==> config.mk <==
export PLATFORM = sky130hd
export DESIGN_NAME = routerArbTop
export DESIGN_NICKNAME = d
export VERILOG_FILES = /design/src/verilog/routerArbPkg.sv /design/src/verilog/portLink.sv /design/src/verilog/flitDecoder.sv /design/src/verilog/portTimer.sv /design/src/verilog/switchArbiter.sv /design/src/verilog/routerArbTop.sv
export VERILOG_INCLUDE_DIRS = /design/src /design/src/include
export SDC_FILE = /design/constraint.sdc
export NUM_CORES = 1
export LEC_CHECK = 0
export BUFFER_PORTS_ARGS = -buffer_cell sky130_fd_sc_hd__buf_2
export CORE_UTILIZATION = 64
export CTS_CLUSTER_SIZE = 24
export DETAILED_ROUTE_END_ITERATION = 8
export PLACE_DENSITY = 0.82
export SLEW_MARGIN = 20
export SYNTH_ARGS = -nofsm -noshare
export SYNTH_HDL_FRONTEND = slang
export SYNTH_HIERARCHICAL = 1
export SYNTH_SLANG_ARGS = --single-unit
export TNS_END_PERCENT = 20
==> constraint.sdc <==
create_clock -name clk -period 9.4 [get_ports clk]
set_input_delay 1.41 -clock clk [delete_from_list [all_inputs] [get_ports clk]]
set_output_delay 1.41 -clock clk [all_outputs]
set_load 0.01 [all_outputs]
==> src/include/routerArb_config.svh <==
`ifndef ROUTER_ARB_CONFIG_SVH
`define ROUTER_ARB_CONFIG_SVH

// ====================
// Router geometry
// ====================

// Local, North, East, West, South
`define NUM_PORTS 5

// Flit layout
`define FLIT_W 16
`define LEN_W 12  // Packet length, also the hold time in cycles
`define ID_W 3    // Flit id, top bits of every flit

`endif

==> src/verilog/routerArbPkg.sv <==
`include "routerArb_config.svh"

package routerArbPkg;

  // ====================
  // Flit kinds
  // ====================

  typedef enum logic [`ID_W-1:0] {
    flitIdle = 0,
    flitHead = 1,  // Carries the packet length
    flitBody = 2,
    flitTail = 3
  } flitKind;

  // ====================
  // Flit word
  // ====================

  typedef struct packed {
    logic [`ID_W-1:0] id;
    logic             spare;
    logic [`LEN_W-1:0] len;
  } headView;

  typedef struct packed {
    logic [`ID_W-1:0]        id;
    logic [`FLIT_W-`ID_W-1:0] payload;
  } bodyView;

  // Same 16 bits, read as header or as payload
  typedef union packed {
    headView head;
    bodyView body;
  } flitWord;

  typedef logic [$clog2(`NUM_PORTS)-1:0] portIdx;

endpackage

==> src/verilog/portLink.sv <==
interface portLink;
  import routerArbPkg::*;

  logic    req;        // Header through tail
  logic    timesUp;    // Hold time spent
  logic    flitValid;
  flitWord flit;
  logic    runTimer;   // Owner keeps the grant

  // Port unit side
  modport unit (
    output req,
    output timesUp,
    output flitValid,
    output flit,
    input  runTimer
  );

  // Arbiter side
  modport arb (
    input  req,
    input  timesUp,
    input  flitValid,
    input  flit,
    output runTimer
  );

endinterface

==> src/verilog/flitDecoder.sv <==
`include "routerArb_config.svh"

module flitDecoder (
  input  logic                                 clk,
  input  logic                                 rst,
  input  logic [`NUM_PORTS-1:0]                inValid,
  input  logic [`NUM_PORTS-1:0][`FLIT_W-1:0]   inFlit,
  output logic [`NUM_PORTS-1:0]                decValid,
  output routerArbPkg::flitWord [`NUM_PORTS-1:0] decFlit,
  output routerArbPkg::flitKind [`NUM_PORTS-1:0] decKind,
  output logic [`NUM_PORTS-1:0][`LEN_W-1:0]    decLen
);
  import routerArbPkg::*;

  // ====================
  // Input stage
  // ====================

  always_ff @(posedge clk)
  begin
    if (rst)
      decValid <= '0;
    else
      decValid <= inValid;
  end

  always_ff @(posedge clk)
  begin
    for (int p = 0; p < `NUM_PORTS; p++)
      decFlit[p] <= inFlit[p];
  end

  // ====================
  // Decode
  // ====================

  always_comb
  begin
    for (int p = 0; p < `NUM_PORTS; p++)
    begin
      decKind[p] = flitIdle;
      if (decValid[p])
      begin
        case (decFlit[p].body.id)
          flitHead: decKind[p] = flitHead;
          flitBody: decKind[p] = flitBody;
          flitTail: decKind[p] = flitTail;
          default:  decKind[p] = flitIdle;  // Unknown id
        endcase
      end
      decLen[p] = decFlit[p].head.len;  // Only meaningful on a header
    end
  end

  for (genvar p = 0; p < `NUM_PORTS; p++)
  begin : gIdCheck
    // A strobed input flit must carry a known id when it is decoded
    assert property (@(posedge clk) disable iff (rst)
      inValid[p] |=> decFlit[p].head.id inside {flitHead, flitBody, flitTail})
      else $error("port %0d: valid flit with unknown id", p);
  end

endmodule

==> src/verilog/portTimer.sv <==
`include "routerArb_config.svh"

module portTimer (
  input  logic                  clk,
  input  logic                  rst,
  input  logic                  decValid,
  input  routerArbPkg::flitWord decFlit,
  input  routerArbPkg::flitKind decKind,
  input  logic [`LEN_W-1:0]     decLen,
  portLink.unit                 link
);
  import routerArbPkg::*;

  logic              reqFlag;
  logic [`LEN_W-1:0] lenReg;
  logic [`LEN_W-1:0] count;

  // ====================
  // Request tracking
  // ====================

  always_ff @(posedge clk)
  begin
    if (rst)
      reqFlag <= 1'b0;
    else if (decKind == flitHead)
      reqFlag <= 1'b1;
    else if (decKind == flitTail)
      reqFlag <= 1'b0;  // Drops after the tail cycle
  end

  // Header raises the request in its own cycle
  assign link.req = reqFlag || (decKind == flitHead);

  assign link.flitValid = decValid;
  assign link.flit      = decFlit;

  // ====================
  // Hold timer
  // ====================

  always_ff @(posedge clk)
  begin
    if (rst)
    begin
      lenReg <= '0;
      count  <= '0;
    end
    else
    begin
      if (decKind == flitHead)
        lenReg <= decLen;
      if (link.runTimer)
        count <= count + 1'b1;
      else
        count <= '0;  // Fresh count on every new grant
    end
  end

  assign link.timesUp = (count == lenReg);

  // The arbiter must stop the timer before the count runs past the length
  assert property (@(posedge clk) disable iff (rst)
    link.runTimer |-> count <= lenReg)
    else $error("hold counter passed the latched length");

endmodule

==> src/verilog/switchArbiter.sv <==
`include "routerArb_config.svh"

module switchArbiter (
  input  logic                 clk,
  input  logic                 rst,
  portLink.arb                 links [`NUM_PORTS],
  output logic [`NUM_PORTS:0]  grantState,
  output logic                 outValid,
  output logic [`FLIT_W-1:0]   outFlit
);
  import routerArbPkg::*;

  logic [`NUM_PORTS-1:0]          req;
  logic [`NUM_PORTS-1:0]          timesUp;
  logic [`NUM_PORTS-1:0]          flitValid;
  flitWord [`NUM_PORTS-1:0]       flit;
  logic [`NUM_PORTS-1:0]          runTimer;
  logic [`NUM_PORTS:0]            nextState;
  portIdx                         owner;

  // Interface arrays need constant indices
  for (genvar p = 0; p < `NUM_PORTS; p++)
  begin : gLink
    assign req[p]            = links[p].req;
    assign timesUp[p]        = links[p].timesUp;
    assign flitValid[p]      = links[p].flitValid;
    assign flit[p]           = links[p].flit;
    assign links[p].runTimer = runTimer[p];
  end

  // Current owner from the one-hot state
  always_comb
  begin
    owner = '0;
    for (int i = 0; i < `NUM_PORTS; i++)
      if (grantState[i + 1])
        owner = portIdx'(i);
  end

  // ====================
  // Grant FSM
  // ====================

  always_comb
  begin
    int   cand;
    logic found;
    cand      = 0;
    found     = 1'b0;
    nextState = '0;
    runTimer  = '0;
    if (grantState[0])
    begin
      // From idle the lowest index wins
      for (int i = 0; i < `NUM_PORTS; i++)
        if (!found && req[i])
        begin
          nextState[i + 1] = 1'b1;
          found = 1'b1;
        end
    end
    else if (req[owner] && !timesUp[owner])
    begin
      runTimer[owner] = 1'b1;
      nextState       = grantState;
      found           = 1'b1;
    end
    else
    begin
      // Rotate from the port after the owner
      for (int k = 1; k < `NUM_PORTS; k++)
      begin
        cand = int'(owner) + k;
        if (cand >= `NUM_PORTS)
          cand = cand - `NUM_PORTS;
        if (!found && req[cand])
        begin
          nextState[cand + 1] = 1'b1;
          found = 1'b1;
        end
      end
    end
    if (!found)
      nextState[0] = 1'b1;  // Nobody asks
  end

  always_ff @(posedge clk)
  begin
    if (rst)
      grantState <= {{`NUM_PORTS{1'b0}}, 1'b1};
    else
      grantState <= nextState;
  end

  // ====================
  // Output stage
  // ====================

  always_ff @(posedge clk)
  begin
    if (rst)
      outValid <= 1'b0;
    else
      outValid <= !grantState[0] && flitValid[owner];
  end

  always_ff @(posedge clk)
  begin
    if (!grantState[0] && flitValid[owner])
      outFlit <= flit[owner];  // Flits of other ports are dropped
  end

  assert property (@(posedge clk) disable iff (rst) $onehot(grantState))
    else $error("grant state not one-hot");

  // Only the owner may run its timer
  assert property (@(posedge clk) disable iff (rst) $onehot0(runTimer))
    else $error("more than one hold timer running");

endmodule

==> src/verilog/routerArbTop.sv <==
`include "routerArb_config.svh"

module routerArbTop (
  input  logic                               clk,
  input  logic                               rst,
  input  logic [`NUM_PORTS-1:0]              inValid,
  input  logic [`NUM_PORTS-1:0][`FLIT_W-1:0] inFlit,
  output logic [`NUM_PORTS:0]                grantState,
  output logic                               outValid,
  output logic [`FLIT_W-1:0]                 outFlit
);
  import routerArbPkg::*;

  logic [`NUM_PORTS-1:0]             decValid;
  flitWord [`NUM_PORTS-1:0]          decFlit;
  flitKind [`NUM_PORTS-1:0]          decKind;
  logic [`NUM_PORTS-1:0][`LEN_W-1:0] decLen;

  portLink link [`NUM_PORTS] ();

  flitDecoder uDecoder (
    .clk      (clk),
    .rst      (rst),
    .inValid  (inValid),
    .inFlit   (inFlit),
    .decValid (decValid),
    .decFlit  (decFlit),
    .decKind  (decKind),
    .decLen   (decLen)
  );

  // One port unit per input
  for (genvar i = 0; i < `NUM_PORTS; i++)
  begin : gPort
    localparam portIdx portNum = portIdx'(i);

    portTimer uTimer (
      .clk      (clk),
      .rst      (rst),
      .decValid (decValid[portNum]),
      .decFlit  (decFlit[portNum]),
      .decKind  (decKind[portNum]),
      .decLen   (decLen[portNum]),
      .link     (link[i])
    );
  end

  switchArbiter uArbiter (
    .clk        (clk),
    .rst        (rst),
    .links      (link),
    .grantState (grantState),
    .outValid   (outValid),
    .outFlit    (outFlit)
  );

endmodule

# After elaboration in Yosys (flattened, before gate mapping)
# Cells that the tools add are included.
# op_classes
bitwise	9
n_eq_ne	31
order_cmp	18
muxes	106
add_sub_neg	17
n_reduce_logical	39
# op_table
cell	count
32-bit two-way mux	12
32-bit by 5-bit < comparator with 1-bit output (second input constant)	8
32-bit by 2-bit adder with 32-bit output (second input constant)	4
32-bit by 1-bit >= comparator with 1-bit output (second input constant)	4
32-bit by 4-bit >= comparator with 1-bit output (second input constant)	4
32-bit by 4-bit subtractor with 32-bit output (second input constant)	4
6-bit two-way mux	11
12-bit by 1-bit adder with 12-bit output (second input constant)	5
12-bit == test	5
1-bit two-way mux	53
16-bit binary-select mux with 3-bit select	1
3-bit by 2-bit == test with 1-bit output (second input constant)	15
3-bit by 1-bit == test with 1-bit output (second input constant)	10
2-bit one-hot mux with 3 select lines	5
3-bit two-way mux	8
1-bit binary-select mux with 3-bit select	7
6-bit OR	3
16-bit two-way mux	1
1-bit demux with 3-bit select	5
5-bit two-way mux	3
1-bit logical AND	14
2-bit OR reduction	6
2-bit nonzero test	5
1-bit logical NOT	9
other kinds (8)	18
# totals
word_cells	245
out_inout_bits	23
ff_bits	233

# Depth between registers and ports, before layout
# depth
word_depth	33
depth_mapped	19

# Modules after synthesis
# Netlist, hierarchy kept.
# by_module_without_submodules
mod	cells_each	n_inst	area_per_inst_um2
portTimer	149	5	1236.2
switchArbiter	360	1	2927.8
flitDecoder	166	1	2312.2

# Worst setup path before layout
# OpenSTA, ideal clock, no wires.
# synth_timing
kind	register to register
from	reg uArbiter.grantState[5]
to	reg uArbiter.grantState[4]
path_slack_ns	5.392
arrival_ns	3.920
n_path_buf	3
stages_incl_launch_ff	18
cell_sequence	dfxtp_1 > buf_2 > buf_1 > clkbuf_1 > nor2_1 > inv_1 > ha_1 > ha_1 > or3_1 > a21oi_2 > nand4_1 > ha_1 > or4b_1 > nor3_1 > o311ai_0 > nor2_1 > nand4_1 > a311oi_2
# synth_between
elab_chain_len	27
elab_cells_between_ends	98
# synth_lines
element	line_no	source
start: declaration	switchArbiter.sv:7	output logic [`NUM_PORTS:0] grantState,
start signal: assignment	switchArbiter.sv:90	grantState <= {{`NUM_PORTS{1'b0}}, 1'b1};
start signal: assignment	switchArbiter.sv:92	grantState <= nextState;
3-bit two-way mux *	switchArbiter.sv:36	if (grantState[i + 1])
parallel branches: the longest is 26 deep, another holds 32-bit by 4-bit subtractor with 32-bit output	--	
# Every way passes the cells marked *. The select of a mux whose other input is x is not followed.
# A chain may end at the register's enable or synchronous reset.

# Worst setup path after layout
# layout_timing
from	reg uArbiter.grantState[4]
to	reg uArbiter.grantState[4]
# layout_between
elab_chain_len	28
elab_cells_between_ends	99
# layout_lines
element	line_no
3-bit two-way mux * (2 in series)	switchArbiter.sv:36
parallel branches: the longest is 26 deep, another holds 32-bit by 4-bit subtractor with 32-bit output	--
# Marks and branches as above.

==> results by group <==
Synthesis
  – Synth warnings: 6
  – Area leader, netlist: dfxtp_1
  – Synth cell types: 70
  – FFs w/ async S/R, synth: 0
  – Top cells by area, synth: dfxtp_1 38%, buf_4 9.9%, nand2_1 6.0%
  – Synthesis-stage register bit count: ~230
  – Yosys top cell area share: 0.380
  – Seq/Total Area, Yosys: 0.422
  – Post-synth EDFFs: 16
  – Post-synth top flop: dfxtp_1
  – Synthesized area: ~11000 um^2
  – Synthesized area per cell: 8.99 um^2
  – Synth Instances: roughly 1.3k

Setup path
  – Reg2Reg Setup Slack: 3.67 ns
  – Critical Path Start Type: register
  – CP max stage cell: a21oi_4
  – Worst r2r src: uArbiter/grantState[4]
  – CP most frequent cell: ha_1
  – Max stage delay on crit path: 0.85 ns
  – Critical Path RT: a little under 10 ns
  – Worst Path Arrival: 6.17 ns
  – Critical path, cell by cell: inv_2 -> a21oi_4 -> inv_1 -> ha_1 -> ha_1 -> nand2_1 -> and2_1 -> nor2_1 -> nand4_1 -> ha_1 -> or4b_1 -> nor3_1 -> o311ai_0 -> nor2_1 -> nand4_1 -> a311oi_2
  – CP Max Fanout: 26
  – Worst r2r path cells: 16
  – R2r endpoint: uArbiter/grantState[4]
  – CP Class: register to register
  – Crit end category: register

Drt
  – # DRC: 0
  – Antenna Violating Nets Remaining: 0
  – Via density: between 5 and 6
  – Drt initial violations: about 780
  – Routed len/inst: approximately 17 um
  – Via count: approximately 8.6k
  – DRT Pass-1 Iters: 5
  – Routed wire length: roughly 26 mm

Pwr
  – Switching power: 0.000533 W
  – P per Cell Area: roughly 180 nW/um^2
  – Clock share of power: 0.432
  – Worst vdd ir: 0.000199 V
  – Switching Share: 0.243
  – Share of power burned in registers: 0.478
  – P_int: 0.00167 W
  – Static Leak: about 4.5 nW
  – Combinational share of power: 0.090
  – Total power: 0.00220 W

Placed design
  – Placer Congestion: ~0.92
  – PortBufs: around 110
  – Area after DPL: ~11000 um^2
  – Hpwl dp: 18.5 mm
  – Dpl ws: between 3 and 4 ns

CTS
  – Postcts setup bufs: 0
  – Total CTS buffers: 23
  – # resized after CTS: 0
  – Hold-fix buffer count after cts: 0
  – CTS tree: yes
  – CTS Sinks: about 230
  – Root Buffer: clkbuf_16
  – H-tree depth: 1
  – Reg clk slew, reported paths: roughly 0.07 ns
  – Maximum buffer depth of the clock tree: 3
  – Worst-Skew Late Latency: approximately 0.52 ns

Floorplan
  – Core area: 17400 um^2
  – Top Ports: between 100 and 150
  – Starting Density: 0.658
  – Row count: 48
  – DIE HEIGHT: around 140 um
  – Die Footprint: 18400 um^2
  – Width of the die: roughly 140 um

STA
  – Slew @ Worst Pin: 0.976 ns
  – Final Critical Period: 5.73 ns
  – Final setup margin: 3.67 ns
  – Final Hold Violating Endpoints: 0
  – Slew Viols, Final: 0
  – Period Utilization, post-route: 0.610
  – TNS Setup: 0 ns
  – RSZ-0062 raised after global routing: no
  – Fmax: 175 MHz
  – Max transition margin: 0.348
  – Final setup vio count: 0
  – Clock skew: between 0.009 and 0.01 ns

Layout
  – Final core utilization: 0.686
  – Most common cell after layout, fill and taps aside: dfxtp_1
  – Fillers: between 1k and 1.5k
  – Most frequent cells in the layout: 217 x dfxtp_1, 182 x nand2_1, 109 x buf_2
  – Share of layout cells above drive strength 1: 0.141
  – Fin nets: 1372
  – Antenna diode count: 0
  – Post-route cell area: 11900 um^2
  – Synthesis-to-layout area growth: 4.28%

Worst hold path
  – Hold/Removal Path Class: register to register
  – Worst hold path endpoint: gPort[4].uTimer/lenReg[9]
  – Hold_sp: uDecoder/decFlit[73]
  – Hold depth: 2

Run status
  – Status: completed

GRT
  – Pin count of the biggest net entering global routing: just under 60
  – Grt ovf: 0
  – First-pass GRT wire length: 40.2 mm
  – Initial antenna violation count: 0
  – GRT Total Usage: 0.279
  – Vias in the first global route: slightly below 8k

Run
  – Max-cap viol count: 0
==> sequential cells by signal (all words and copies together), names as in the netlist <==
| name | cells |
|---|---|
| gPort.uTimer/count | 60 |
| gPort.uTimer/lenReg | 60 |
| gPort.uTimer/reqFlag | 5 |
| uArbiter/grantState | 6 |
| uArbiter/outFlit | 16 |
| uArbiter/outValid | 1 |
| uDecoder/decFlit | 80 |
| uDecoder/decValid | 5 |
==> cells in the mapped netlist (all sizes together) (20+ instances only) <==
| cell type | number |
|---|---|
| mux2i | 32 |
| inv | 32 |
| nand3 | 28 |
| nor3 | 20 |
| a21oi | 106 |
| dfxtp | 217 |
| ha | 36 |
| nand2 | 182 |
| nor2 | 44 |
| buf | 164 |
| xnor2 | 73 |
| clkbuf | 35 |
| nand4 | 42 |
| o21ai | 52 |
==> stage by stage <==
stage | hold slack [ns] | instances
global route | 0.471 | 1491
floorplan | 0.443 | 1305
global placement | 0.438 | 1449
detailed placement | 0.445 | 1449
finish | 0.454 | 1491
CTS | 0.457 | 1491
==> layout make-up <==
type                    instances  area, um^2  area share
clock inverters                 9         123      0.0103
inverters                      32         120      0.0101
flip-flops and latches        233        4820       0.405
clock buffers                  33         673      0.0565
well taps                     225         282      0.0236
multi-input cells             841        5280       0.443
repair buffers                118         613      0.0515
==> layer usage <==
metal / wire length (um) / GRT usage / part of all wire / up-vias
met5: 0 / 0 / 0 / -
met4: 915 / 0.104 / 0.036 / 0
met3: 1640 / 0.0419 / 0.064 / 63
met2: 11800 / 0.455 / 0.46 / 356
met1: 11100 / 0.372 / 0.44 / 3996
li1: - / - / - / 4175
==> critical path, delay by kind of cell (launching register included) <==
kind | cells | cell delay, ns
simple gates | 8 | 1.92
compound gates | 3 | 1.35
fa+ha+maj | 3 | 1.11
flops | 1 | 0.72
buf+inv | 2 | 0.54
==> power by group through the flow <==
stage | clock (W) | combinational [W] | sequential (W)
2_1_floorplan | 0 | 0.000168 | 0.00106
4_1_cts | 0.000961 | 0.000190 | 0.00105
3_3_place_gp | 0 | 0.000188 | 0.00107
5_1_grt | 0.00100 | 0.000213 | 0.00105
3_5_place_dp | 0 | 0.000189 | 0.00107
6_report | 0.000950 | 0.000198 | 0.00105
==> worst max path at each step <==
stage / slack, ns / start / endpoint / cells past startpoint
global route: 3.35 / uArbiter/grantState[4] / uArbiter/grantState[4] / 16
CTS: 3.81 / uArbiter/grantState[4] / uArbiter/grantState[4] / 16
global placement: 4.08 / uArbiter/grantState[4] / uArbiter/grantState[4] / 16
detailed placement: 3.82 / uArbiter/grantState[4] / uArbiter/grantState[4] / 16
floorplan: 5.39 / uArbiter/grantState[5] / uArbiter/grantState[4] / 17
finish: 3.67 / uArbiter/grantState[4] / uArbiter/grantState[4] / 16
==> cell families (layout without fill, tap and decap cells) <==
family,count (synthesis),after routing,synth area share
other,3,37,0.000986
muxes,39,39,0.0412
AOI/OAI and AO/OA,211,211,0.108
buffers and inverters,231,192,0.127
DFF,233,233,0.422
xor gates and xnor gates,78,78,0.0598
adders and majority gates,36,36,0.0394
and+or+nand+nor,440,440,0.201
(Power assumes the default switching activity.)
